$ cat src/serial_bus_config.svh
// Width and depth macros for the serial bus slave, included by the package and the RTL blocks
`ifndef SERIAL_BUS_CONFIG_SVH
`define SERIAL_BUS_CONFIG_SVH

// ~~~~~~~~~~~~~~~~~~~~~~~~~~~~~~~~~~~~~~~~~~~~~~~~~~
// Bus word sizes
// ~~~~~~~~~~~~~~~~~~~~~~~~~~~~~~~~~~~~~~~~~~~~~~~~~~

`define SB_ADDR_W    12   // Address bits, sent LSB first on rx_address
`define SB_DATA_W    8    // Data bits per beat, LSB first on rx_data and tx_data
`define SB_BURST_W   8    // Extra beats after the first one

// ~~~~~~~~~~~~~~~~~~~~~~~~~~~~~~~~~~~~~~~~~~~~~~~~~~
// Local storage
// ~~~~~~~~~~~~~~~~~~~~~~~~~~~~~~~~~~~~~~~~~~~~~~~~~~

`define SB_MEM_DEPTH 4096 // One byte per address, so 2**SB_ADDR_W

`endif

$ cat src/serial_bus_pkg.sv
// Shared types for the serial bus slave, imported by the interface and the RTL blocks
`default_nettype none

`include "serial_bus_config.svh"

package serial_bus_pkg;

	typedef logic [`SB_ADDR_W-1:0]  bus_addr_t;  // One byte address
	typedef logic [`SB_DATA_W-1:0]  bus_data_t;  // One data byte
	typedef logic [`SB_BURST_W-1:0] burst_len_t; // Beats that follow the first

	// Request side sequencing
	typedef enum logic [2:0]
	{
		IDLE,            // Ready for a new transaction
		ADDR_RECEIVE,    // Shifting in address bits 1 to 11
		WRITE_ISSUE,     // we is high for this cycle
		WRITE_WAIT_BEAT, // Ready for the next write beat of a burst
		DATA_RECEIVE,    // Shifting in data bits 1 to 7 of a later beat
		READ_ISSUE,      // re is high for this cycle
		READ_WAIT_TAKEN  // Out port is still sending the byte
	} in_state_t;

	// Return side sequencing
	typedef enum logic [1:0]
	{
		OUT_IDLE,       // Nothing to send
		OUT_WAIT_READY, // Byte loaded, bit 0 on tx_data until master_ready
		OUT_SHIFT       // Bits 1 to 7 going out
	} out_state_t;

endpackage

`default_nettype wire

$ cat src/slave_mem_if.sv
// Internal bus between the request port, the memory and the read-return port of the slave
`timescale 1ns/1ns
`default_nettype none

interface slave_mem_if
	import serial_bus_pkg::*;
();

	bus_addr_t addr;   // Access address
	bus_data_t wdata;  // Byte to store
	logic      we;     // One-cycle write strobe
	logic      re;     // One-cycle read strobe
	bus_data_t rdata;  // Byte read, valid with rvalid
	logic      rvalid; // Pulses one cycle after re
	logic      taken;  // Pulses on the last serialized bit

	modport requester
	(
		output addr, wdata, we, re,
		input  taken
	);

	modport storage
	(
		input  addr, wdata, we, re,
		output rdata, rvalid
	);

	modport reader
	(
		input  rdata, rvalid,
		output taken
	);

endinterface

`default_nettype wire

$ cat src/slave_out_port.sv
// Read-return side of the slave: serializes each read byte on tx_data under master_ready
`timescale 1ns/1ns
`default_nettype none

`include "serial_bus_config.svh"

module slave_out_port
	import serial_bus_pkg::*;
(
	input  logic        clk,
	input  logic        reset,
	input  logic        master_ready,
	output logic        slave_valid,
	output logic        tx_data,
	slave_mem_if.reader mem
);

	localparam int cnt_w = $clog2(`SB_DATA_W);
	localparam logic [cnt_w-1:0] last_bit = cnt_w'(`SB_DATA_W - 1);

	out_state_t       state;
	logic [cnt_w-1:0] bit_cnt;  // Index of the bit on tx_data
	bus_data_t        shift_sr;

	assign slave_valid = (state != OUT_IDLE);
	assign tx_data     = shift_sr[0];
	assign mem.taken   = (state == OUT_SHIFT) && (bit_cnt == last_bit);

	always_ff @(posedge clk or posedge reset)
	begin
		if (reset)
		begin
			state   <= OUT_IDLE;
			bit_cnt <= '0;
		end
		else
		begin
			case (state)
				OUT_IDLE:
				begin
					if (mem.rvalid)
						state <= OUT_WAIT_READY;
				end
				OUT_WAIT_READY:
				begin
					if (master_ready) // Bit 0 is taken in this cycle
					begin
						state   <= OUT_SHIFT;
						bit_cnt <= cnt_w'(1);
					end
				end
				OUT_SHIFT:
				begin
					if (bit_cnt == last_bit)
					begin
						state   <= OUT_IDLE;
						bit_cnt <= '0;
					end
					else
						bit_cnt <= bit_cnt + 1'b1;
				end
				default:
					state <= OUT_IDLE;
			endcase
		end
	end

	// Once started, the byte goes out on consecutive cycles whatever master_ready does
	always_ff @(posedge clk)
	begin
		if ((state == OUT_IDLE) && mem.rvalid)
			shift_sr <= mem.rdata;
		else if (((state == OUT_WAIT_READY) && master_ready) || (state == OUT_SHIFT))
			shift_sr <= shift_sr >> 1;
	end

endmodule

`default_nettype wire
$ cat src/flat_wrapper.sv
// flat-port wrapper written by rule: the top's interface ports become plain ports
module slave_out_port_flat import serial_bus_pkg::*;
  (clk, reset, master_ready, slave_valid, tx_data, mem_rdata, mem_rvalid, mem_taken);
  slave_mem_if mem_i ();
  input  logic clk;
  input  logic reset;
  input  logic master_ready;
  output logic slave_valid;
  output logic tx_data;
  input wire logic [$bits(mem_i.rdata)-1:0] mem_rdata;
  input wire logic [$bits(mem_i.rvalid)-1:0] mem_rvalid;
  output wire logic [$bits(mem_i.taken)-1:0] mem_taken;
  assign mem_i.rdata = mem_rdata;
  assign mem_i.rvalid = mem_rvalid;
  assign mem_taken = mem_i.taken;
  slave_out_port u_core (.clk(clk), .reset(reset), .master_ready(master_ready), .slave_valid(slave_valid), .tx_data(tx_data), .mem(mem_i));
endmodule
$ cat config.mk
export PLATFORM = sky130hd
export DESIGN_NAME = slave_out_port_flat
export DESIGN_NICKNAME = d
export VERILOG_FILES = /design/src/serial_bus_pkg.sv /design/src/slave_mem_if.sv /design/src/slave_out_port.sv /design/src/flat_wrapper.sv
export VERILOG_INCLUDE_DIRS = /design/src /design/src/src
export SDC_FILE = /design/constraint.sdc
export NUM_CORES = 1
export LEC_CHECK = 0
export BUFFER_PORTS_ARGS = -buffer_cell sky130_fd_sc_hd__buf_2
export CORE_AREA = 2 2 39 41
export DETAILED_ROUTE_END_ITERATION = 8
export DIE_AREA = 0 0 41 43
export PLACE_DENSITY = 0.73
export SYNTH_ARGS = -nofsm -noshare
export SYNTH_HDL_FRONTEND = slang
export SYNTH_SLANG_ARGS = --single-unit
$ cat constraint.sdc
create_clock -name clk -period 4.12 [get_ports clk]
set_clock_uncertainty 0.1 [all_clocks]
set_input_delay 0.824 -clock clk [delete_from_list [all_inputs] [get_ports clk]]
set_output_delay 0.824 -clock clk [all_outputs]
set_load 0.02 [all_outputs]
## Word level (Yosys, flattened, before mapping)

Cells that the tools add are included.

| storage, ports and cells | value |
|---|---|
| word-level logic and storage cells | 29 |
| input bits | 12 |
| output and inout bits | 3 |
| register bits | 13 |

| operators by class | value |
|---|---|
| add/sub/neg operators | 1 |
| mux-type cells | 9 |
| reduce and logical (&&, ||, !) cells | 10 |
| equal/unequal tests | 6 |

Operators with widths:

| kind | number |
|---|---|
| 8-bit two-way mux | 2 |
| 2-bit two-way mux | 3 |
| 3-bit two-way mux | 2 |
| 2-bit inequality test (second input constant) | 3 |
| 2-bit one-hot mux with 3 select lines | 1 |
| 3-bit one-hot mux with 2 select lines | 1 |
| 2-bit nonzero test | 3 |
| 3-bit by 1-bit adder with 3-bit output (second input constant) | 1 |
| 3-bit == test (second input constant) | 1 |
| 1-bit logical AND | 3 |
| 3-bit AND reduction | 1 |
| 2-bit by 1-bit == test with 1-bit output (second input constant) | 1 |
| 2-bit == test (second input constant) | 1 |
| 2-bit logical NOT | 1 |
| 2-bit AND reduction | 1 |
| 1-bit logical OR | 1 |

## Longest topological paths before layout

Gate-level depths: netlist (run 1).

| logic depth | value |
|---|---|
| word-level depth | 5 |
| mapped depth | 4 |
| mapped depth without buffers | 4 |

## Worst setup path before layout (run 1)

No wires, ideal clock.

| timing | value |
|---|---|
| path type | reg2out |
| start | reg u_core.state[1] |
| end | out mem_taken |
| required time | 3196 ps |
| buffers on the path | 1 |
| cell stages (with the launch flop) | 4 |
| arrival | 1017 ps |
| setup slack | 2179 ps |
| path through | dfrtp_1 > buf_6 > or2b_1 > nor2_1 |

| on the way | value |
|---|---|
| word-level cells in the longest chain between the ends | 2 |

RTL lines:

| what | RTL line | source |
|---|---|---|
| from (decl) | slave_out_port.sv:21 | `out_state_t state;` |
| from (signal assigned) | slave_out_port.sv:33 | `state <= OUT_IDLE;` |
| from (signal assigned) | slave_out_port.sv:42 | `state <= OUT_WAIT_READY;` |
| from (signal assigned) | slave_out_port.sv:48 | `state <= OUT_SHIFT;` |
| 2-bit == test | slave_out_port.sv:27 | `assign mem.taken = (state == OUT_SHIFT) && (bit_cnt == last_bit);` |
| 1-bit logical AND | slave_out_port.sv:27 |  |
| to (decl) | flat_wrapper.sv:12 | `output wire logic [$bits(mem_i.taken)-1:0] mem_taken;` |

Every way passes these cells.

## Worst setup path after layout (run 1)

Ends and elaborated chain as after synthesis.

==> results of run 1 <==
-- cell type report --
cell class                      instances  area share (%)
Sequential cell                        13            48.8
Multi-Input combinational cell         31            34.6
Timing Repair Buffer                   14            9.36
Clock buffer                            4            3.51
Tap cell                               16            2.68
Inverter                                2            1.00
-- worst max-delay path: cells and delay by family (launching register included) --
kind | cells | cell delay [ps]
buffers and inverters | 1 | 160
AND/OR/NAND/NOR | 2 | 430
flip-flops | 1 | 560
-- where the power goes --
group	leakage [uW]	total, uW	internal [uW]	switching (uW)
clock	0.0000150	77.6	37.5	40.1
combinational	0.000160	192	105	86.8
sequential	0.000140	274	225	49.7
total	0.000315	544	367	177
-- logic make-up (layout without fill, tap and decap cells) --
kind of cell | count (synthesis) | count (layout) | share of synthesized area, %
fa+ha+maj | 2 | 2 | 3.86
compound gates | 9 | 9 | 10.6
mux | 7 | 7 | 12.2
simple gates | 13 | 13 | 13.3
flops | 13 | 13 | 56.4
buf+inv | 4 | 20 | 3.67
-- worst max path at each step --
stage	startpoint	endpoint	slack, ps
2_1_floorplan	u_core.state[1]$_DFFE_PP0P_	mem_taken	2180
3_3_place_gp	master_ready	u_core.shift_sr[4]$_DFFE_PP_	2030
6_report	u_core.state[1]$_DFFE_PP0P_	mem_taken	1770
3_5_place_dp	master_ready	u_core.shift_sr[4]$_DFFE_PP_	1980
5_1_grt	u_core.state[1]$_DFFE_PP0P_	mem_taken	1660
4_1_cts	u_core.state[1]$_DFFE_PP0P_	mem_taken	1770
-- routing by layer --
metal	part of all wire (%)	vias up
met5	0	-
met4	3.5	0
met3	4.8	4
met2	46	12
met1	45	187
li1	-	207
-- per-stage QoR --
step	setup slack, ps	instances	hold WS [ps]	util (%)	total power [uW]
finish	1770	80	334	54.1	544
floorplan	2180	48	401	-	433
global placement	2030	76	433	52.2	465
CTS	1770	80	338	54.1	552
global route	1660	80	346	54.1	592
detailed placement	1980	76	434	52.2	473
-- layout by cell type (no fill, tap or decap), drive strengths merged --
| master | synthesis | routed |
|---|---|---|
| inv | 2 | 2 |
| mux2 | 7 | 7 |
| edfxtp | 8 | 8 |
| a21oi | 2 | 2 |
| o221a | 2 | 2 |
| and2 | 1 | 1 |
| or2b | 1 | 1 |
| buf | 2 | 14 |
| o22ai | 2 | 2 |
| clkbuf | 0 | 4 |
| or2 | 2 | 2 |
| nor3b | 1 | 1 |
| dfrtp | 5 | 5 |
| a21boi | 2 | 2 |
| nand2b | 4 | 4 |
| o221ai | 1 | 1 |
| nor2 | 2 | 2 |
| ha | 2 | 2 |
| nand2 | 2 | 2 |
-- state kept, by name, summed over array words and instances (netlist names) --
register         cells
u_core.shift_sr      8
u_core.bit_cnt       3
u_core.state         2
==> results by group, run 1 <==
Outcome
  – Result of the run: finished, final reports clean

Worst setup path
  – Number of cell instances on the worst register-to-register path: 2
  – CP Class: reg2out
  – R2r endpoint: u_core.shift_sr[4]$_DFFE_PP_
  – Max incr delay on CP: ~560 ps
  – Cell breakdown of the critical path: or2b_1 -> nor2_1 -> buf_2
  – Slowest cell on crit path: sky130_fd_sc_hd__dfrtp_1
  – Crit path capture type: output port
  – Maximum fanout along the worst path: 10
  – Arrival time at the worst endpoint: about 1400 ps
  – Register-to-Register Setup Slack: between 2000 and 2500 ps
  – Worst reg2reg path startpoint: u_core.state[0]$_DFFE_PP0P_
  – Data required time at the worst endpoint: about 3200 ps
  – Crit start category: flop

Timing
  – Fmax: between 400 and 500 MHz
  – Number of pins with negative max-slew slack in the final report: 0
  – Fin crit share: between 50% and 60%
  – Final Hold Vio Count: 0
  – Period minus WS final: between 2000 and 2500 ps
  – Setup repair after global routing missed its margin: no
  – Worst-margin pin slew: roughly 760 ps
  – Sum of negative setup slack: 0 ps
  – Remaining max-slew budget at the tightest pin: 49.2%
  – # setup viols final: 0

Clocking
  – Count of cells resized by post-cts repair: 0
  – Clock tree from TritonCTS: done
  – Hold-fix buffers at CTS: 0
  – Buffer levels on the longest clock path: 2
  – Total CTS buffers: 3
  – CTS clock-pin slew for the worst setup and hold paths: approximately 80 ps
  – Clock sink total: 13
  – Cell at the root of the clock tree: sky130_fd_sc_hd__clkbuf_4
  – Clock latency on the worst-skew pair: approximately 270 ps
  – Number of post-CTS setup repair buffers: 0
  – CTS HTree Levels: 1

Yosys
  – Share of synthesized area occupied by flip-flops and latches: a little under three fifths
  – Top cell type's share of synthesized area: a little under two fifths
  – Number of standard cells after synthesis: 48
  – Post-synthesis cell type count: 19
  – Syn Nets: just over 60
  – Main flop type after synthesis: sky130_fd_sc_hd__edfxtp_1
  – Fraction of synthesis flops using an asynchronous set or reset pin: a little under 40%
  – Largest cells by area after synthesis: sky130_fd_sc_hd__edfxtp_1, sky130_fd_sc_hd__dfrtp_1, sky130_fd_sc_hd__mux2_2, sky130_fd_sc_hd__ha_1, sky130_fd_sc_hd__nand2b_1
  – Most frequently used cell type in the post-synthesis netlist: sky130_fd_sc_hd__edfxtp_1
  – Avg Inst Size Synth: about 14 um^2
  – Post-synthesis cell area: about 650 um^2
  – Number of synthesized register bits: 13
  – Top cells by count, synth: sky130_fd_sc_hd__edfxtp_1, sky130_fd_sc_hd__mux2_2, sky130_fd_sc_hd__dfrtp_1, sky130_fd_sc_hd__nand2b_1
  – Number of flops mapped to enable cells by yosys: 8
  – Leading area contributor after synthesis: sky130_fd_sc_hd__edfxtp_1
  – Count of yosys warnings during synthesis: 0

Cells and area
  – Final layout net count: 79
  – Count of fill cells added during filler insertion: around 130
  – Register cell area after layout: 365 um^2
  – Layout cell share with drive strength beyond 1: a little under half
  – Multi-input gate area in the final layout: between 200 and 300 um^2
  – P&R area growth vs syn: 15.4%
  – Post-route cell area: between 700 and 800 um^2
  – Final antenna diode count: 0

Placement
  – HPWL reported at the end of detailed placement: between 700 and 800 um
  – Count of input and output buffers: 14
  – Placer congestion estimate: roughly 0.7
  – Post-DP Area: roughly 720 um^2

Floorplan
  – Count of boundary I/O pins: 15
  – Effective utilization at floorplan: a little under half
  – Die Wd: just over 40 um
  – Placement Rows: 14
  – Area of the die: 1760 um^2
  – Area of the core: approximately 1400 um^2
  – Die span in y: around 43 um

GRT
  – Met3 routing resource usage after global routing: between 3 and 4%
  – GR met2 Demand/Resource: approximately a fifth
  – Met1 routing resource usage after global routing: between 20 and 25%
  – Largest net degree at the start of global routing: 14
  – Grt peak-use layer: met1
  – Antenna violations before repair: 0
  – GRT Util Overall: between 15 and 20%
  – Global-route wire length before repair: between 1500 and 2000 um
  – Remaining Overflow, GRT: 0
  – Via count of the first global-routing pass: approximately 400

Job
  – Count of maximum capacitance violations: 0

Routing
  – Routed via count: 410
  – Detailed-route vias per instance: ~5
  – Final Routed Wirelength: a little over 1000 um
  – Detailed Routing Iterations Pass 1: 3
  – Count of antenna-violating nets left after detailed routing: 0
  – Drt initial violations: 3
  – Per-cell routed wire length: 12.6 um
  – Count of unresolved DRC violations after routing: 0

Hold path
  – Worst min-delay path category: in2async

Power and ir drop
  – Worst IR Drop VDD: about 0.00033 V
  – P per Cell Area: 727 nW/um^2
  – Static power due to leakage: 0.000315 uW
Note: power is estimated with default switching activity, not from simulation.
==> inputs of run 2 (changes only) <==
- CORE_AREA: 2 2 39 41 -> unset
- CORE_MARGIN: unset -> 2
- CORE_UTILIZATION: unset -> 45
- DIE_AREA: 0 0 41 43 -> unset
- PLACE_DENSITY: 0.73 -> 0.71
- clock period: 4.12 -> 1.98 ns (I/O delays scaled with it)
==> results by group, run 2 (same netlist as run 1, synthesis figures left out) <==
Clocking
  – Clock latency on the worst-skew pair: 270 ps (about the same)
  – Clock tree from TritonCTS: done
  – Number of post-CTS setup repair buffers: 0 (unchanged)
  – CTS clock-pin slew for the worst setup and hold paths: 80 ps (about the same)
  – CTS HTree Levels: 1 (unchanged)
  – Buffer levels on the longest clock path: 2 (unchanged)
  – Total CTS buffers: 3 (unchanged)
  – Clock sink total: 13 (unchanged)
  – Cell at the root of the clock tree: sky130_fd_sc_hd__clkbuf_4

Placement
  – Count of input and output buffers: 14 (unchanged)
  – Worst slack, placed: 293 ps (-1680 ps)
  – Placer congestion estimate: 0.743 (+6.4%)
  – HPWL reported at the end of detailed placement: 722 um (-0.89%)
  – Cells after DPL: 76 (unchanged)
  – Post-DP Area: 728 um^2 (+0.87%)

Worst setup path
  – Cell breakdown of the critical path: ha_1 -> ha_1 -> inv_1 -> nor2_1 -> buf_2
  – Most repeated library cell on the critical path: sky130_fd_sc_hd__ha_1
  – Crit start category: flop
  – Maximum fanout along the worst path: 4 (-6)
  – Buffers & Inverters on Critical Path: 2 (+1)
  – Data required time at the worst endpoint: 1480 ps (-1720 ps)
  – Arrival time at the worst endpoint: 1350 ps (-80 ps)
  – Dominant delay contributor by cell family on the critical path: adder cells
  – Crit path capture type: output port
  – CP Class: reg2out
  – Slowest cell on crit path: sky130_fd_sc_hd__dfrtp_1
  – Max incr delay on CP: 410 ps (-150 ps)

Timing
  – Remaining max-slew budget at the tightest pin: 74.7% (+25 points)
  – Period minus WS final: 1850 ps
  – Worst path setup slack after routing: 131 ps (-1630 ps)
  – Fin crit share: about 93%
  – Worst-margin pin slew: 380 ps (-383 ps)
  – # setup viols final: 0 (unchanged)
  – Fmax: 541 MHz
  – Hold WS: 305 ps (-28.7 ps)
  – Final Hold Vio Count: 0 (unchanged)
  – Number of pins with negative max-slew slack in the final report: 0 (unchanged)
  – Sum of negative setup slack: 0 ps (unchanged)
  – Setup repair after global routing missed its margin: no

Cells and area
  – Post-route cell area: 767 um^2 (+2.5%)
  – Top reg by flops: u_core.shift_sr
  – Layout cell share with drive strength beyond 1: 50.0% (+3.1 points)
  – Registers with the most flip-flops: u_core.shift_sr: 8 flops, u_core.bit_cnt: 3 flops, u_core.state: 2 flops
  – Final Non-Filler Cells: 81 (+1.3%)
  – Final antenna diode count: 0 (unchanged)
  – Count of fill cells added during filler insertion: 106 (-19%)
  – P&R area growth vs syn: 18.3%
  – Most used cells in the layout excluding fill and tap cells: sky130_fd_sc_hd__buf_2, sky130_fd_sc_hd__edfxtp_1, sky130_fd_sc_hd__mux2_2
  – Most common cell after layout, fill and taps aside: sky130_fd_sc_hd__buf_2
  – Max FFs per register: 8 (unchanged)
  – Final layout net count: 81 (+2.5%)

Floorplan
  – Die span in y: 42.0 um (-2.4%)
  – Placement Rows: 13 (-1)
  – Die Wd: 42.0 um (+2.3%)
  – Area of the die: 1760 um^2 (-0.18%)
  – Count of boundary I/O pins: 15 (unchanged)
  – Effective utilization at floorplan: 49.2% (+2.4 points)
  – Area of the core: 1320 um^2 (-4.8%)

GRT
  – Met1 routing resource usage after global routing: 15.9% (-6.5 points)
  – Global-route wire length before repair: 1640 um (-8.8%)
  – GRT Util Overall: 12.6% (-3.4 points)
  – Grt peak-use layer: met2
  – Met3 routing resource usage after global routing: 8.26% (+5.1 points)
  – GR met2 Demand/Resource: 18.4% (-1.6 points)
  – Antenna violations before repair: 0 (unchanged)
  – Remaining Overflow, GRT: 0 (unchanged)
  – Largest net degree at the start of global routing: 14 (unchanged)
  – Via count of the first global-routing pass: 401 (unchanged)

Routing
  – Count of antenna-violating nets left after detailed routing: 0 (unchanged)
  – Detailed-route vias per instance: 5.20 (+1.4%)
  – Count of unresolved DRC violations after routing: 0 (unchanged)
  – Per-cell routed wire length: 11.9 um (-5.3%)
  – Final Routed Wirelength: 966 um (-4.2%)
  – Drt initial violations: 7 (+4)
  – Routed via count: 421 (+2.7%)
  – Detailed Routing Iterations Pass 1: 4 (+1)

Power and ir drop
  – Worst IR Drop VDD: 0.000872 V (+170%)
  – Internal power of the cells: 783 uW (+110%)
  – P per Cell Area: 1500 nW/um^2 (+110%)
  – Switching Power: 368 uW (+110%)
  – Clock share of power: 13.8% (-0.5 points)
  – Part of the total power dissipated in sequential elements: 49.7% (-0.8 points)
  – Static power due to leakage: 0.000321 uW (+2.0%)
  – Switching fraction of total power: 32.0% (-0.47 points)
  – Combinational share of power: 36.5% (+1.3 points)

Hold path
  – Worst min-delay path category: in2reg

Outcome
  – Result of the run: finished, final reports clean

Job
  – Count of maximum capacitance violations: 0 (unchanged)
[run 2: changes by cell type in the layout (fill, tap and decap cells not counted)]
cell,delta
sky130_fd_sc_hd__dlygate4sd3_1,+1
sky130_fd_sc_hd__dfrtp_1,-2
sky130_fd_sc_hd__buf_4,+1
sky130_fd_sc_hd__dfrtp_2,+2
[run 2: power by group through the flow]
stage / clock [uW] / combinational (uW) / sequential, uW
finish: 159 / 420 / 572
global route: 173 / 473 / 591
CTS: 167 / 427 / 568
detailed placement: 0 / 424 / 572
global placement: 0 / 412 / 567
floorplan: 0 / 369 / 532
[run 2: final timing paths]
check / startpoint / to / slack, ps / cells past startpoint
max: u_core.bit_cnt[0]$_DFFE_PP0P_ / mem_taken / 130 / 5
max reg2reg: u_core.state[1]$_DFFE_PP0P_ / u_core.shift_sr[5]$_DFFE_PP_ / 370 / 2
max in group asynchronous: reset / u_core.state[0]$_DFFE_PP0P_ / 1130 / 3
min reg2reg: u_core.shift_sr[3]$_DFFE_PP_ / u_core.shift_sr[2]$_DFFE_PP_ / 450 / 1
min: mem_rdata[7] / u_core.shift_sr[7]$_SDFFCE_PN0P_ / 310 / 2
min in group asynchronous: reset / u_core.bit_cnt[0]$_DFFE_PP0P_ / 450 / 3
[run 2: metal layers]
layer / wire, um / up-vias / part of all wire (%)
li1: - / 214 / -
met1: 482 / 195 / 50
met2: 413 / 12 / 43
met3: 70 / 0 / 7.2
met4: 0 / 0 / 0
met5: 0 / - / 0
[run 2: worst register-to-register path: stages, from the launching register on]
cell and delay, ps:
sky130_fd_sc_hd__dfrtp_2 480, sky130_fd_sc_hd__nor3b_4 400, sky130_fd_sc_hd__mux2_2 380
[run 2: timing repair]
item / in CTS / in global routing
endpoints found under the setup margin: 0 / 1
hold buffers: 1 / 0
hold endpoints to repair: 5 / 0
resized for setup: 0 / 2
[run 2: metrics by stage]
stage               power, uW  util, %
finish                   1150     58.2
global route             1240     58.2
CTS                      1160     58.0
detailed placement        996     55.3
global placement          980     55.3
floorplan                 901        -
[run 2: final cells by class]
class | count | area [um^2] | share of cell area [%]
clock buffers | 4 | 26.3 | 3.43
inverters | 2 | 7.51 | 0.979
well taps | 15 | 18.8 | 2.45
flip-flops and latches | 13 | 368 | 48.0
multi-input cells | 31 | 259 | 33.8
repair buffers | 16 | 87.6 | 11.4
