## config.mk

```make
export PLATFORM = sky130hd
export DESIGN_NAME = slave_in_port_flat
export DESIGN_NICKNAME = d
export VERILOG_FILES = /design/src/serial_bus_pkg.sv /design/src/slave_mem_if.sv /design/src/slave_in_port.sv /design/src/flat_wrapper.sv
export VERILOG_INCLUDE_DIRS = /design/src /design/src/src
export SDC_FILE = /design/constraint.sdc
export NUM_CORES = 1
export LEC_CHECK = 0
export ABC_AREA = 1
export BUFFER_PORTS_ARGS = -buffer_cell sky130_fd_sc_hd__buf_2
export CAP_MARGIN = 15
export CORE_MARGIN = 1
export CORE_UTILIZATION = 40
export DETAILED_ROUTE_END_ITERATION = 12
export GPL_TIMING_DRIVEN = 0
export HOLD_SLACK_MARGIN = 0.02
export PLACE_DENSITY = 0.63
export SLEW_MARGIN = 20
export SYNTH_ARGS = -nofsm -noshare
export SYNTH_HDL_FRONTEND = slang
export SYNTH_SLANG_ARGS = --single-unit
export TNS_END_PERCENT = 50
```

## constraint.sdc

```tcl
create_clock -name clk -period 2.3 [get_ports clk]
set_input_delay 0.46 -clock clk [delete_from_list [all_inputs] [get_ports clk]]
set_output_delay 0.46 -clock clk [all_outputs]
set_load 0.005 [all_outputs]
```

## src/serial_bus_config.svh

```systemverilog
// Width and depth macros for the serial bus slave, included by the package and the RTL blocks
`ifndef SERIAL_BUS_CONFIG_SVH
`define SERIAL_BUS_CONFIG_SVH

// ~~~~~~~~~~~~~~~~~~~~~~~~~~~~~~~~~~~~~~~~~~~~~~~~~~
// Bus word sizes
// ~~~~~~~~~~~~~~~~~~~~~~~~~~~~~~~~~~~~~~~~~~~~~~~~~~

`define SB_ADDR_W    12   // Address bits, sent LSB first on rx_address
`define SB_DATA_W    8    // Data bits per beat, LSB first on rx_data and tx_data
`define SB_BURST_W   8    // Extra beats after the first one

// ~~~~~~~~~~~~~~~~~~~~~~~~~~~~~~~~~~~~~~~~~~~~~~~~~~
// Local storage
// ~~~~~~~~~~~~~~~~~~~~~~~~~~~~~~~~~~~~~~~~~~~~~~~~~~

`define SB_MEM_DEPTH 4096 // One byte per address, so 2**SB_ADDR_W

`endif

```

## src/serial_bus_pkg.sv

```systemverilog
// Shared types for the serial bus slave, imported by the interface and the RTL blocks
`default_nettype none

`include "serial_bus_config.svh"

package serial_bus_pkg;

	typedef logic [`SB_ADDR_W-1:0]  bus_addr_t;  // One byte address
	typedef logic [`SB_DATA_W-1:0]  bus_data_t;  // One data byte
	typedef logic [`SB_BURST_W-1:0] burst_len_t; // Beats that follow the first

	// Request side sequencing
	typedef enum logic [2:0]
	{
		IDLE,            // Ready for a new transaction
		ADDR_RECEIVE,    // Shifting in address bits 1 to 11
		WRITE_ISSUE,     // we is high for this cycle
		WRITE_WAIT_BEAT, // Ready for the next write beat of a burst
		DATA_RECEIVE,    // Shifting in data bits 1 to 7 of a later beat
		READ_ISSUE,      // re is high for this cycle
		READ_WAIT_TAKEN  // Out port is still sending the byte
	} in_state_t;

	// Return side sequencing
	typedef enum logic [1:0]
	{
		OUT_IDLE,       // Nothing to send
		OUT_WAIT_READY, // Byte loaded, bit 0 on tx_data until master_ready
		OUT_SHIFT       // Bits 1 to 7 going out
	} out_state_t;

endpackage

`default_nettype wire

```

## src/slave_mem_if.sv

```systemverilog
// Internal bus between the request port, the memory and the read-return port of the slave
`timescale 1ns/1ns
`default_nettype none

interface slave_mem_if
	import serial_bus_pkg::*;
();

	bus_addr_t addr;   // Access address
	bus_data_t wdata;  // Byte to store
	logic      we;     // One-cycle write strobe
	logic      re;     // One-cycle read strobe
	bus_data_t rdata;  // Byte read, valid with rvalid
	logic      rvalid; // Pulses one cycle after re
	logic      taken;  // Pulses on the last serialized bit

	modport requester
	(
		output addr, wdata, we, re,
		input  taken
	);

	modport storage
	(
		input  addr, wdata, we, re,
		output rdata, rvalid
	);

	modport reader
	(
		input  rdata, rvalid,
		output taken
	);

endinterface

`default_nettype wire

```

## src/slave_in_port.sv

```systemverilog
// Request side of the slave: deserializes address and data and issues memory accesses per beat
`timescale 1ns/1ns
`default_nettype none

`include "serial_bus_config.svh"

module slave_in_port
	import serial_bus_pkg::*;
(
	input  logic           clk,
	input  logic           reset,
	input  logic           master_valid,
	input  logic           rx_address,
	input  logic           rx_data,
	input  logic           read_en,
	input  logic           write_en,
	input  burst_len_t     burst_len,
	output logic           slave_ready,
	slave_mem_if.requester mem
);

	localparam logic [3:0] addr_last_bit = 4'(`SB_ADDR_W - 1);
	localparam logic [3:0] data_last_bit = 4'(`SB_DATA_W - 1);

	in_state_t  state;
	logic [3:0] bit_cnt;    // Index of the bit arriving this cycle
	burst_len_t beats_left; // Beats still to come after the current one
	logic       op_read;    // Transaction type latched at the first acceptance
	logic       accept;
	bus_addr_t  addr_sr;
	bus_data_t  data_sr;

	assign accept      = master_valid & slave_ready;
	assign slave_ready = (state == IDLE) || (state == WRITE_WAIT_BEAT); // Low while busy

	assign mem.addr  = addr_sr;
	assign mem.wdata = data_sr;
	assign mem.we    = (state == WRITE_ISSUE);
	assign mem.re    = (state == READ_ISSUE);

	// ~~~~~~~~~~~~~~~~~~~~~~~~~~~~~~~~~~~~~~~~~~~~~~~~~~
	// Transaction sequencing
	// ~~~~~~~~~~~~~~~~~~~~~~~~~~~~~~~~~~~~~~~~~~~~~~~~~~

	always_ff @(posedge clk or posedge reset)
	begin
		if (reset)
		begin
			state      <= IDLE;
			bit_cnt    <= '0;
			beats_left <= '0;
			op_read    <= 1'b0;
		end
		else
		begin
			case (state)
				IDLE:
				begin
					if (accept && (read_en || write_en)) // A beat with neither enable is dropped
					begin
						state      <= ADDR_RECEIVE;
						bit_cnt    <= 4'd1;
						beats_left <= burst_len;
						op_read    <= read_en; // Read wins when both are high
					end
				end
				ADDR_RECEIVE:
				begin
					if (bit_cnt == addr_last_bit)
					begin
						bit_cnt <= '0;
						state   <= op_read ? READ_ISSUE : WRITE_ISSUE;
					end
					else
						bit_cnt <= bit_cnt + 4'd1;
				end
				WRITE_ISSUE:
				begin
					if (beats_left != '0)
					begin
						beats_left <= beats_left - 1'b1;
						state      <= WRITE_WAIT_BEAT;
					end
					else
						state <= IDLE;
				end
				WRITE_WAIT_BEAT:
				begin
					if (accept) // Data bit 0 of the next beat arrives now
					begin
						state   <= DATA_RECEIVE;
						bit_cnt <= 4'd1;
					end
				end
				DATA_RECEIVE:
				begin
					if (bit_cnt == data_last_bit)
					begin
						bit_cnt <= '0;
						state   <= WRITE_ISSUE;
					end
					else
						bit_cnt <= bit_cnt + 4'd1;
				end
				READ_ISSUE:
					state <= READ_WAIT_TAKEN;
				READ_WAIT_TAKEN:
				begin
					if (mem.taken) // Next read only once the previous byte has left
					begin
						if (beats_left != '0)
						begin
							beats_left <= beats_left - 1'b1;
							state      <= READ_ISSUE;
						end
						else
							state <= IDLE;
					end
				end
				default:
					state <= IDLE;
			endcase
		end
	end

	// ~~~~~~~~~~~~~~~~~~~~~~~~~~~~~~~~~~~~~~~~~~~~~~~~~~
	// Address and data shift registers
	// ~~~~~~~~~~~~~~~~~~~~~~~~~~~~~~~~~~~~~~~~~~~~~~~~~~

	// Bits come LSB first, so each one enters at the top and moves down
	always_ff @(posedge clk)
	begin
		case (state)
			IDLE:
			begin
				if (accept)
				begin
					addr_sr <= {rx_address, addr_sr[`SB_ADDR_W-1:1]};
					data_sr <= {rx_data, data_sr[`SB_DATA_W-1:1]};
				end
			end
			ADDR_RECEIVE:
			begin
				addr_sr <= {rx_address, addr_sr[`SB_ADDR_W-1:1]};
				if (bit_cnt <= data_last_bit) // Data is shorter than the address
					data_sr <= {rx_data, data_sr[`SB_DATA_W-1:1]};
			end
			WRITE_WAIT_BEAT:
			begin
				if (accept)
					data_sr <= {rx_data, data_sr[`SB_DATA_W-1:1]};
			end
			DATA_RECEIVE:
				data_sr <= {rx_data, data_sr[`SB_DATA_W-1:1]};
			WRITE_ISSUE, READ_ISSUE:
				addr_sr <= addr_sr + 1'b1; // Burst address, wraps at the top of memory
			default:
			begin
				addr_sr <= addr_sr;
				data_sr <= data_sr;
			end
		endcase
	end

endmodule

`default_nettype wire

```

## src/flat_wrapper.sv

```systemverilog
// flat-port wrapper written by rule: the top's interface ports become plain ports
module slave_in_port_flat import serial_bus_pkg::*;
  (clk, reset, master_valid, rx_address, rx_data, read_en, write_en, burst_len, slave_ready, mem_addr, mem_wdata, mem_we, mem_re, mem_taken);
  slave_mem_if mem_i ();
  input  logic clk;
  input  logic reset;
  input  logic master_valid;
  input  logic rx_address;
  input  logic rx_data;
  input  logic read_en;
  input  logic write_en;
  input  burst_len_t burst_len;
  output logic slave_ready;
  output wire logic [$bits(mem_i.addr)-1:0] mem_addr;
  output wire logic [$bits(mem_i.wdata)-1:0] mem_wdata;
  output wire logic [$bits(mem_i.we)-1:0] mem_we;
  output wire logic [$bits(mem_i.re)-1:0] mem_re;
  input wire logic [$bits(mem_i.taken)-1:0] mem_taken;
  assign mem_addr = mem_i.addr;
  assign mem_wdata = mem_i.wdata;
  assign mem_we = mem_i.we;
  assign mem_re = mem_i.re;
  assign mem_i.taken = mem_taken;
  slave_in_port u_core (.clk(clk), .reset(reset), .master_valid(master_valid), .rx_address(rx_address), .rx_data(rx_data), .read_en(read_en), .write_en(write_en), .burst_len(burst_len), .slave_ready(slave_ready), .mem(mem_i));
endmodule
```

## Word-level counts from Yosys, hierarchy flattened

Cells that the tools add are included.

| operators by class | value |
|---|---|
| mux-type cells | 23 |
| eq/ne operators | 16 |
| bitwise gates (word level) | 1 |
| reductions and logical operators | 17 |
| $lt $le $gt $ge | 1 |
| add/sub/neg operators | 3 |

Operators by type and width:

| operator | number |
|---|---|
| one-hot mux 8 bit (3 select lines) | 2 |
| 2-to-1 mux 8 bit | 5 |
| one-hot mux 12 bit (3 select lines) | 1 |
| 2-to-1 mux 3 bit | 7 |
| one-hot mux 3 bit (7 select lines) | 1 |
| 2-to-1 mux 4 bit | 4 |
| one-hot mux 4 bit (4 select lines) | 1 |
| adder 12 x 1 -> 12 bit, second input constant | 1 |
| 2-to-1 mux 12 bit | 1 |
| inequality test 2 x 1 -> 1 bit, second input constant | 6 |
| equality test 3 bit, second input constant | 3 |
| AND reduction 3 bit | 3 |
| nonzero test 3 bit | 3 |
| nonzero test 8 bit | 1 |
| subtractor 8 x 1 -> 8 bit, second input constant | 1 |
| equality test 3 x 2 -> 1 bit, second input constant | 2 |
| AND reduction 5 bit | 1 |
| adder 4 x 1 -> 4 bit, second input constant | 1 |
| equality test 4 x 3 -> 1 bit, second input constant | 1 |
| equality test 4 bit, second input constant | 1 |
| less-or-equal comparator 4 x 3 -> 1 bit, second input constant | 1 |
| inequality test 2 bit, second input constant | 2 |
| AND reduction 2 bit | 2 |
| nonzero test 4 bit | 1 |
| other kinds (7) | 9 |

| word-level totals | value |
|---|---|
| output and inout bits | 23 |
| bits in registers | 36 |

## Logic depth before layout (Yosys ltp)

Gate-level depths: netlist of the first run.

| depth | value |
|---|---|
| depth in word-level cells | 6 |
| depth in mapped cells | 9 |
| gate-level depth less buffers | 9 |

## Worst setup path after synthesis of the first run

Ideal clock, no wire load.

| timing | value |
|---|---|
| kind | reg-to-reg |
| start point | reg u_core.state[2] |
| end point | reg u_core.addr_sr[0], in the netlist u_core.mem.addr[0] (enable) |
| path buffers | 0 |
| path slack | 331 ps |
| data required time | 1902 ps |
| cell stages (with the launch flop) | 4 |
| data arrival time | 1571 ps |
| setup time | 398 ps |
| path through | dfrtp_1 inv_2 nand2_1 o21ai_0 |

| on the way | value |
|---|---|
| word-level cells in the longest chain between the ends | 5 |

RTL lines:

| item | RTL line | source |
|---|---|---|
| from (decl) | slave_in_port.sv:25 | `in_state_t state;` |
| from (signal assigned) | slave_in_port.sv:72 | `state <= op_read ? READ_ISSUE : WRITE_ISSUE;` |
| equality test 3 x 2 -> 1 bit or zero test 3 bit (tied branches) | slave_in_port.sv:34, slave_in_port.sv:133 |  |
| logical OR 1 bit | slave_in_port.sv:34 | `assign slave_ready = (state == IDLE) \|\| (state == WRITE_WAIT_BEAT);` |
| AND 1 bit | slave_in_port.sv:33 | `assign accept = master_valid & slave_ready;` |
| inequality test 2 x 1 -> 1 bit (no line) | -- |  |
| AND reduction 2 bit (no line) (*) | -- |  |
| to (signal assigned) | slave_in_port.sv:138 | `` addr_sr <= {rx_address, addr_sr[`SB_ADDR_W-1:1]}; `` |
| to (signal assigned) | slave_in_port.sv:144 | `` addr_sr <= {rx_address, addr_sr[`SB_ADDR_W-1:1]}; `` |
| to (signal assigned) | slave_in_port.sv:156 | `addr_sr <= addr_sr + 1'b1;` |
| to (decl) | slave_in_port.sv:30 | `bus_addr_t addr_sr;` |

Every way passes the cells marked *; elsewhere a longest branch is shown, timed or not.
A chain may end at the register's enable or synchronous reset.

## Worst setup path after layout of the first run

| timing | value |
|---|---|
| start point | reg u_core.state[2] |
| end point | reg u_core.data_sr[2], in the netlist u_core.mem.wdata[2] (enable) |

| on the way | value |
|---|---|
| word-level cells in the longest chain between the ends | 5 |

RTL lines:

| item | RTL line | source |
|---|---|---|
| equality test 3 x 2 -> 1 bit or zero test 3 bit (tied branches) | slave_in_port.sv:34, slave_in_port.sv:133 |  |
| logical OR 1 bit | slave_in_port.sv:34 |  |
| AND 1 bit | slave_in_port.sv:33 |  |
| inequality test 2 x 1 -> 1 bit (no line) | -- |  |
| AND reduction 3 bit (no line) (*) | -- |  |
| to (signal assigned) | slave_in_port.sv:139 | `` data_sr <= {rx_data, data_sr[`SB_DATA_W-1:1]}; `` |
| to (signal assigned) | slave_in_port.sv:146 | `` data_sr <= {rx_data, data_sr[`SB_DATA_W-1:1]}; `` |
| to (signal assigned) | slave_in_port.sv:151 | `` data_sr <= {rx_data, data_sr[`SB_DATA_W-1:1]}; `` |
| to (decl) | slave_in_port.sv:31 | `bus_data_t data_sr;` |

Marked as above.

==> results of run 1 <==
## worst max-delay path by stage
stage / startpoint / end / cells after the start
final: u_core.state[2] / u_core.mem.wdata[2] / 4
after global placement: u_core.state[2] / u_core.mem.addr[1] / 3
after detailed placement: u_core.state[1] / u_core.mem.wdata[2] / 4
after global routing: u_core.state[2] / u_core.mem.wdata[6] / 4
after CTS: u_core.state[2] / u_core.mem.wdata[2] / 4
after floorplan: u_core.state[2] / u_core.mem.addr[0] / 3
## metal layers
metal	up-vias	wire (um)	GRT usage [%]
li1	1012	-	-
met1	886	2222	20.52
met2	37	2188	27.26
met3	3	171	3.647
met4	0	19	4.528
met5	-	0	0
## through the flow
step	TNS, ns	setup slack [ns]	instance area (um2)	utilization, %
global placement	-2.415	-0.2018	2556	46.42
detailed placement	0	0.06895	2564	46.56
global route	0	0.2871	2681	48.69
CTS	0	0.02199	2675	48.58
finish	0	0.4238	2681	48.69
floorplan	0	0.3313	2276	-
## logic make-up after synthesis
logic type / Yosys count / share of synthesized area (%)
buffers and inverters: 37 / 6.982
flip-flops: 36 / 43.98
AND/OR/NAND/NOR: 178 / 37.27
multiplexers: 1 / 0.4947
AO/OA/AOI/OAI: 26 / 8.081
adder cells (fa/ha/maj): 3 / 1.649
XOR/XNOR: 4 / 1.540
## flip-flops by register name, indices dropped and copies added, names as in the netlist
| signal | cells |
|---|---|
| u_core.mem.wdata | 8 |
| u_core.beats_left | 8 |
| u_core.op_read | 1 |
| u_core.bit_cnt | 4 |
| u_core.mem.addr | 12 |
| u_core.state | 3 |
## cells in the final DEF, fill, tap and decap left out, drive strengths merged, types with 2 or more instances in the layout
cell type / n
nand2: 114
buf: 41
inv: 35
nor2: 27
nand3: 23
edfxtp: 20
o21ai: 19
dfrtp: 16
clkbuf: 5
nand4: 5
nor3: 4
xor2: 3
ha: 3
nand3b: 3
o21bai: 2
or2: 2
## final cells by class
class	count	area, um2
fill	552	2825
multi-input combinational	212	1122
sequential	36	1001
timing repair buffer	39	197.7
inverter	35	136.4
tap	72	90.09
clock buffer	5	68.82
clock inverter	3	42.54
buffer	2	22.52
## worst max-delay path: stages (launching register included)
cell      delay (ns)
dfrtp_1         0.50
inv_2           0.16
nand2_1         0.12
nand2_1         0.08
a221oi_2        0.66
## report_power, final
part	internal (uW)	switching, uW	total, uW
registers	1150	315	1460
logic	767	1240	2010
clock network	321	253	574
total	2240	1810	4040
==> flow_summary.json, run 1 <==
{
  "run_status": "complete, no violations",
  "grt_pass1_vias": 1727,
  "timing.hold.worst.class": "input pin to async pin",
  "cts.htree.levels": 2,
  "dieArea_um2": 5995,
  "cts_setup_buffers": 0,
  "numClockSinks": 36,
  "floorplan.die.height_um": 77.43,
  "clk_latency_ns": 0.30,
  "vdd_ir_drop_max_mv": 0.5075,
  "fin_skew_ns": 0.01109,
  "required_time_of_the_worst_setup_path_ns": 2.23,
  "synthesis.nets": 304,
  "cp-start-kind": "flop",
  "post_cts_resize_count": 0,
  "rows": 27,
  "post_route_drc": 0,
  "synth.area.top_cells": "edfxtp_1, dfrtp_1, nand2_1",
  "die_width_um": 77.43,
  "drtPass1Iterations": 4,
  "cts_hold_buffers": 0,
  "yosys_register_bits": 36,
  "worst_r2r_path_depth": 4,
  "nets": 350,
  "cts-buffers-inserted": 5,
  "grt_antenna_before_repair": 0,
  "setup_violations": 0,
  "worstSetupPathType": "flop to flop",
  "initial_utilization_pct": 41.33,
  "route.detailed.vias_per_inst": 4.797,
  "placed_cells": 396,
  "worstReg2RegEnd": "u_core.mem.wdata[2]",
  "totalWireLength_um": 4601,
  "tritoncts": "yes",
  "power_total_uw": 4043,
  "synth_seq_area_share_pct": 43.98,
  "most_numerous_cell_types_in_the_synthesized_netlist": "nand2_1, inv_1, nor2_1",
  "grt_pass1_wl_um": 7693,
  "ioPinCount": 39,
  "drive_above_1_share_pct": 26.20,
  "diode_insertion_count_for_antenna_repair": 0,
  "post-synth-top-area-cell": "edfxtp_1",
  "route.detailed.wl_per_inst_um": 11.39,
  "timing.critical_path.to_type": "flop",
  "finalHoldWorstSlack_ns": 0.2511,
  "rsz0062_at_grt": "false",
  "netlist_area_um2": 2276,
  "power_per_cell_area_nw_per_um2": 1508,
  "synth_cells": 285,
  "numPortBuffers": 38,
  "num_vias": 1938,
  "synth-async-reset-ratio_pct": 44.44,
  "slew-limit-headroom_pct": 49.78,
  "synth-warning-count": 0,
  "clock_tree.buffer_depth": 2,
  "worst-slew-pin-transition_ns": 0.7533,
  "clock_tree_root": "clkbuf_8",
  "static-leakage-power_uw": 0.001371,
  "yosysUniqueCellTypes": 34,
  "timing_hold_violations_final": 0,
  "maxSlewViolCount": 0,
  "max_freq_mhz": 533.0,
  "grt_remaining_overflow": 0,
  "path_max_fanout": 8,
  "synth_top_flop_cell": "edfxtp_1",
  "final-instance-count-excl-fill": 404,
  "yosys.cell_count.top_type": "nand2_1",
  "period_needed_ns": 1.876,
  "fraction_of_synthesized_cell_area_taken_by_the_top_area_cell_type_pct": 26.39,
  "p_r_area_growth_vs_syn_pct": 17.81,
  "ff2ff_setup_slack_ns": 0.42,
  "finalWeightedCongestion": 0.8230,
  "grt.total_usage_pct": 16.11,
  "path_clk_slew_ns": 0.08,
  "placeable_core_region_um2": 5507,
  "antenna_left": 0,
  "synth.avg_cell_area_um2": 7.986,
  "critPathArrivalTime_ns": 1.81,
  "critical_path.reg2reg.startpoint": "u_core.state[2]",
  "detailedPlacementHpwl_um": 3465,
  "cap_viol_max_count": 0,
  "drt_iter0_markers": 77,
  "synth_enable_flop_cells": 20,
  "grt_max_degree": 17,
  "post-route-period-util_pct": 81.58
}
No activity file was read; power rests on OpenSTA's default activity.
==> run 2, diff against run 1 <==
--- a/config.mk
+++ b/config.mk
@@ -14,7 +14,7 @@
 export DETAILED_ROUTE_END_ITERATION = 12
 export GPL_TIMING_DRIVEN = 0
 export HOLD_SLACK_MARGIN = 0.02
-export PLACE_DENSITY = 0.63
+export PLACE_DENSITY = 0.65
 export SLEW_MARGIN = 20
 export SYNTH_ARGS = -nofsm -noshare
 export SYNTH_HDL_FRONTEND = slang
==> constraint.sdc (replaced) <==
create_clock -name clk -period 1.6 [get_ports clk]
set_input_delay 0.32 -clock clk [delete_from_list [all_inputs] [get_ports clk]]
set_output_delay 0.32 -clock clk [all_outputs]
set_load 0.005 [all_outputs]
==> flow_summary.json, run 2 (synthesized netlist as in run 1, its figures left out) <==
{
  "crit_start": "u_core.state[0]",
  "fin_skew_ns": 0.003063,
  "failing_checks": "setup timing",
  "floorplan.die.height_um": 77.43,
  "drt_iter0_markers": 55,
  "ff2ff_setup_slack_ns": 0.01,
  "post_route_drc": 0,
  "grt_remaining_overflow": 0,
  "final_common_cell": "nand2_1",
  "placed_cells": 395,
  "clock_tree_root": "clkbuf_8",
  "numClockSinks": 36,
  "p_r_area_growth_vs_syn_pct": 21.55,
  "setup_tns_after_final_layout_ns": -0.01634,
  "antenna_left": 0,
  "grt.total_usage_pct": 17.04,
  "totalWireLength_um": 4813,
  "clk_latency_ns": 0.29,
  "final_cell_mix": "nand2_1, buf_2, inv_1",
  "rsz0062_at_grt": "true",
  "critical_path.reg2reg.startpoint": "u_core.state[1]",
  "finalWorstSetupSlack_ns": -0.01547,
  "detailedPlacementHpwl_um": 3504,
  "placeable_core_region_um2": 5507,
  "drive_above_1_share_pct": 31.16,
  "timing.critical_path.to_type": "primary output",
  "maxSlewViolCount": 0,
  "run_status": "finished with violations",
  "path_clk_slew_ns": 0.08,
  "static-leakage-power_uw": 0.001392,
  "path_max_fanout": 6,
  "placement.cell_area_um2": 2566,
  "cts_hold_buffers": 0,
  "period_needed_ns": 1.615,
  "initial_utilization_pct": 41.33,
  "clock_tree.buffer_depth": 2,
  "ioPinCount": 39,
  "worst-slew-pin-transition_ns": 0.6568,
  "final-instance-count-excl-fill": 409,
  "crit_family": "flip-flops",
  "crit_chain": "inv_4 > buf_4 > nor2_1 > nand2_2 > inv_2 > buf_2",
  "timing.hold.worst.class": "input pin to async pin",
  "tritoncts": "yes",
  "rows": 27,
  "cts.htree.levels": 2,
  "die_width_um": 77.43,
  "route.detailed.vias_per_inst": 4.809,
  "slew-limit-headroom_pct": 56.17,
  "cp-start-kind": "flop",
  "cap_viol_max_count": 0,
  "required_time_of_the_worst_setup_path_ns": 1.28,
  "worstSetupPathType": "flop to primary output",
  "num_vias": 1967,
  "finish.utilization_pct": 50.24,
  "worstReg2RegEnd": "u_core.mem.wdata[0]",
  "worst_r2r_path_depth": 5,
  "post-route-period-util_pct": 101.0,
  "numPortBuffers": 38,
  "slowest_stage": "dfrtp_2",
  "timing_hold_violations_final": 0,
  "finalWeightedCongestion": 0.8553,
  "grt_pass1_wl_um": 8135,
  "dieArea_um2": 5995,
  "grt_max_degree": 17,
  "max_freq_mhz": 619.0,
  "critical_path.max_stage_delay_ns": 0.44,
  "vdd_ir_drop_max_mv": 0.7431,
  "diode_insertion_count_for_antenna_repair": 0,
  "critPathArrivalTime_ns": 1.30,
  "fillerInstances": 532,
  "critical_path_buf_inv_count": 4,
  "nets": 355,
  "setup_violations": 2,
  "power_per_cell_area_nw_per_um2": 2164,
  "final_area_um2": 2766,
  "power_total_uw": 5987,
  "drtPass1Iterations": 4,
  "number_of_flip_flops_under_the_largest_register_name": 12,
  "grt_pass1_vias": 1830,
  "grt_antenna_before_repair": 0,
  "route.detailed.wl_per_inst_um": 11.77,
  "cts-buffers-inserted": 5
}
-- run 2: cell count changes in the layout (fill, tap and decap cells not counted), moves of 2 or more --
cell     previous run  this run
buf_4               1         5
dfrtp_1            16        13
dfrtp_2             0         3
inv_1              28        25
inv_4               0         2
nand2_1           105       102
nand2_2             5         8
-- run 2: worst max-delay path by stage --
stage | to | depth (start not counted)
floorplan | u_core.mem.wdata[0] | 4
global placement | u_core.mem.wdata[0] | 4
detailed placement | u_core.mem.wdata[0] | 4
CTS | mem_we | 6
global route | u_core.mem.wdata[7] | 5
finish | mem_re | 6
-- run 2: metal layers --
layer | part of all wire, % | GRT usage (%) | vias to the layer above
li1 | - | - | 1025
met2 | 50 | 29.03 | 30
met4 | 1.4 | 5.660 | 0
met1 | 46 | 21.33 | 905
met5 | 0 | 0 | -
met3 | 2.9 | 3.647 | 7
-- run 2: power breakdown --
part / switching [uW] / internal [uW] / total [uW]
Sequential: 483 / 1650 / 2140
Combinational: 1900 / 1290 / 3190
Clock: 359 / 304 / 663
Total: 2740 / 3240 / 5990
-- run 2: area by class of cell --
type	instances	area, um2	share of cell area (%)
multi-input cells	212	1170	42.29
repair buffers	44	247.7	8.955
clock buffers	5	68.82	2.488
plain buffers	2	22.52	0.8141
inverters	35	143.9	5.201
well taps	72	90.09	3.256
flip-flops and latches	36	1005	36.32
clock inverters	3	18.77	0.6784
-- run 2: per-stage QoR --
stage	setup WS, ns	hold WS [ns]
after floorplan	-0.02205	0.2337
after global routing	-0.07607	0.1612
final	-0.01547	0.1073
after detailed placement	-0.3131	0.4333
after CTS	-0.04405	0.1240
after global placement	-0.3210	0.4285
-- run 2: worst register-to-register path: cells and delay by family, from the launching register on --
family                 cells  cell delay, ns
flip-flops                 1            0.45
AO/OA/AOI/OAI              1            0.33
AND/OR/NAND/NOR            2            0.28
buffers and inverters      2            0.25
-- run 2: timing repair --
action | CTS | global route
buffers inserted | 1 | 5
pin swaps | 1 | 4
endpoints found under the setup margin | 34 | 25
gates resized for setup | 9 | 9
cloned | 0 | 0
==> run 3, diff against run 2 <==
--- a/config.mk
+++ b/config.mk
@@ -9,12 +9,14 @@
 export ABC_AREA = 1
 export BUFFER_PORTS_ARGS = -buffer_cell sky130_fd_sc_hd__buf_2
 export CAP_MARGIN = 15
+export CELL_PAD_IN_SITES_DETAIL_PLACEMENT = 2
+export CELL_PAD_IN_SITES_GLOBAL_PLACEMENT = 2
 export CORE_MARGIN = 1
-export CORE_UTILIZATION = 40
+export CORE_UTILIZATION = 29
 export DETAILED_ROUTE_END_ITERATION = 12
 export GPL_TIMING_DRIVEN = 0
 export HOLD_SLACK_MARGIN = 0.02
-export PLACE_DENSITY = 0.65
+export PLACE_DENSITY = 0.78
 export SLEW_MARGIN = 20
 export SYNTH_ARGS = -nofsm -noshare
 export SYNTH_HDL_FRONTEND = slang
==> flow_summary.json, run 3 (synthesized netlist as in run 1, its figures left out) <==
{
  "run_status": "complete, no violations",
  "worst-slew-pin-transition_ns": 0.7373,
  "critPathArrivalTime_ns": 1.26,
  "finish.utilization_pct": 38.52,
  "diode_insertion_count_for_antenna_repair": 0,
  "route.detailed.wl_per_inst_um": 14.99,
  "timing.critical_path.to_type": "primary output",
  "vdd_ir_drop_max_mv": 0.6063,
  "power_total_uw": 6290,
  "finalWeightedCongestion": 0.7872,
  "drt_iter0_markers": 45,
  "grt_pass1_vias": 2281,
  "num_vias": 2071,
  "drtPass1Iterations": 4,
  "clock_tree.buffer_depth": 2,
  "required_time_of_the_worst_setup_path_ns": 1.28,
  "timing_hold_violations_final": 0,
  "totalWireLength_um": 6597,
  "met3RoutedLength_um": 168,
  "placeable_core_region_um2": 7408,
  "max_freq_mhz": 633.3,
  "rows": 31,
  "rsz0062_at_grt": "true",
  "ioPinCount": 39,
  "final_common_cell": "nand2_1",
  "slowest_stage": "dfrtp_2",
  "cts_hold_buffers": 0,
  "grt_max_degree": 17,
  "maxSlewViolCount": 0,
  "grt.total_usage_pct": 17.10,
  "cp-start-kind": "flop",
  "antenna_left": 0,
  "numPortBuffers": 38,
  "grt_remaining_overflow": 0,
  "slew-limit-headroom_pct": 50.79,
  "dieArea_um2": 8207,
  "initial_utilization_pct": 30.72,
  "fin_skew_ns": 0.008773,
  "met2WireLength_um": 3370,
  "drive_above_1_share_pct": 32.55,
  "p_r_area_growth_vs_syn_pct": 25.40,
  "cts-buffers-inserted": 5,
  "die_width_um": 90.59,
  "period_needed_ns": 1.579,
  "grt_pass1_wl_um": 11180,
  "final_cell_mix": "nand2_1, buf_2, inv_1",
  "grt_antenna_before_repair": 0,
  "ff2ff_setup_slack_ns": 0.02,
  "cap_viol_max_count": 0,
  "path_max_fanout": 3,
  "path_clk_slew_ns": 0.08,
  "crit_chain": "buf_6 > nor2_4 > nand2_2 > nand2_2 > buf_2",
  "route.top_layer_used": "met4",
  "detailedPlacementHpwl_um": 4839,
  "setup_violations": 0,
  "number_of_flip_flops_under_the_largest_register_name": 12,
  "cts.htree.levels": 2,
  "post-route-period-util_pct": 98.68,
  "worstSetupPathType": "flop to primary output",
  "tritoncts": "yes",
  "route.detailed.vias_per_inst": 4.707,
  "clk_latency_ns": 0.29,
  "timing.hold.worst.class": "input pin to async pin",
  "met1_length_um": 2981,
  "critical_path.max_stage_delay_ns": 0.45,
  "post_route_drc": 0,
  "static-leakage-power_uw": 0.001419,
  "nets": 359,
  "clock_tree_root": "clkbuf_8",
  "power_per_cell_area_nw_per_um2": 2204,
  "floorplan.die.height_um": 90.59,
  "cpMostUsedCell": "nand2_2",
  "numClockSinks": 36
}
[run 3: routing by layer]
metal	vias to the layer above	track usage, %
met5	-	0
met4	0	4.435
met3	7	2.778
met2	36	30.68
met1	1003	21.07
li1	1025	-
[run 3: path summary, 6_finish.rpt]
check / start / end / cells after the start
min in group clk: rx_data / u_core.mem.wdata[7] / 1
worst min register to register: u_core.mem.wdata[4] / u_core.mem.wdata[3] / 0
worst max-delay path: u_core.state[0] / slave_ready / 5
worst max register to register: u_core.state[0] / u_core.mem.wdata[0] / 5
worst min-delay path: reset / u_core.beats_left[5] / 2
max in group asynchronous: reset / u_core.state[2] / 2
[run 3: where the power goes]
part | internal (uW) | switching, uW | leakage (uW)
registers | 1650 | 488 | 0.000395
clock network | 296 | 360 | 0.0000453
logic | 1360 | 2130 | 0.000979
[run 3: layout make-up]
cell class / instances / area, um2
fill: 876 / 4554
multi-input combinational: 212 / 1197
sequential: 36 / 1005
timing repair buffer: 48 / 281.5
inverter: 35 / 141.4
tap: 99 / 123.9
clock buffer: 5 / 68.82
buffer: 2 / 22.52
clock inverter: 3 / 13.76
[run 3: worst max-delay path, delay by kind of cell (launching register included)]
family                 cells  cell delay, ns
buffers and inverters      2            0.26
DFF                        1            0.45
and+or+nand+nor            3            0.25
[run 3: through the flow]
step / setup slack, ns / area, um2 / TNS (ns) / std cells / hold WS [ns]
2_1_floorplan: -0.02205 / 2286 / -0.1764 / 285 / 0.2337
6_report: 0.02109 / 2854 / 0 / 440 / 0.1334
3_5_place_dp: -0.4178 / 2600 / -5.804 / 422 / 0.4420
3_3_place_gp: -0.3934 / 2600 / -4.962 / 422 / 0.4281
5_1_grt: -0.04620 / 2854 / -0.3305 / 440 / 0.1907
4_1_cts: -0.01341 / 2778 / -0.01341 / 435 / 0.1599
[run 3: what timing repair did]
action / 4_1_cts / 5_1_grt
gates cloned: 0 / 0
endpoints found under the setup margin: 36 / 29
pin swaps: 1 / 4
hold endpoints to repair: 0 / 0
resized for setup: 14 / 12
buffers inserted: 5 / 5
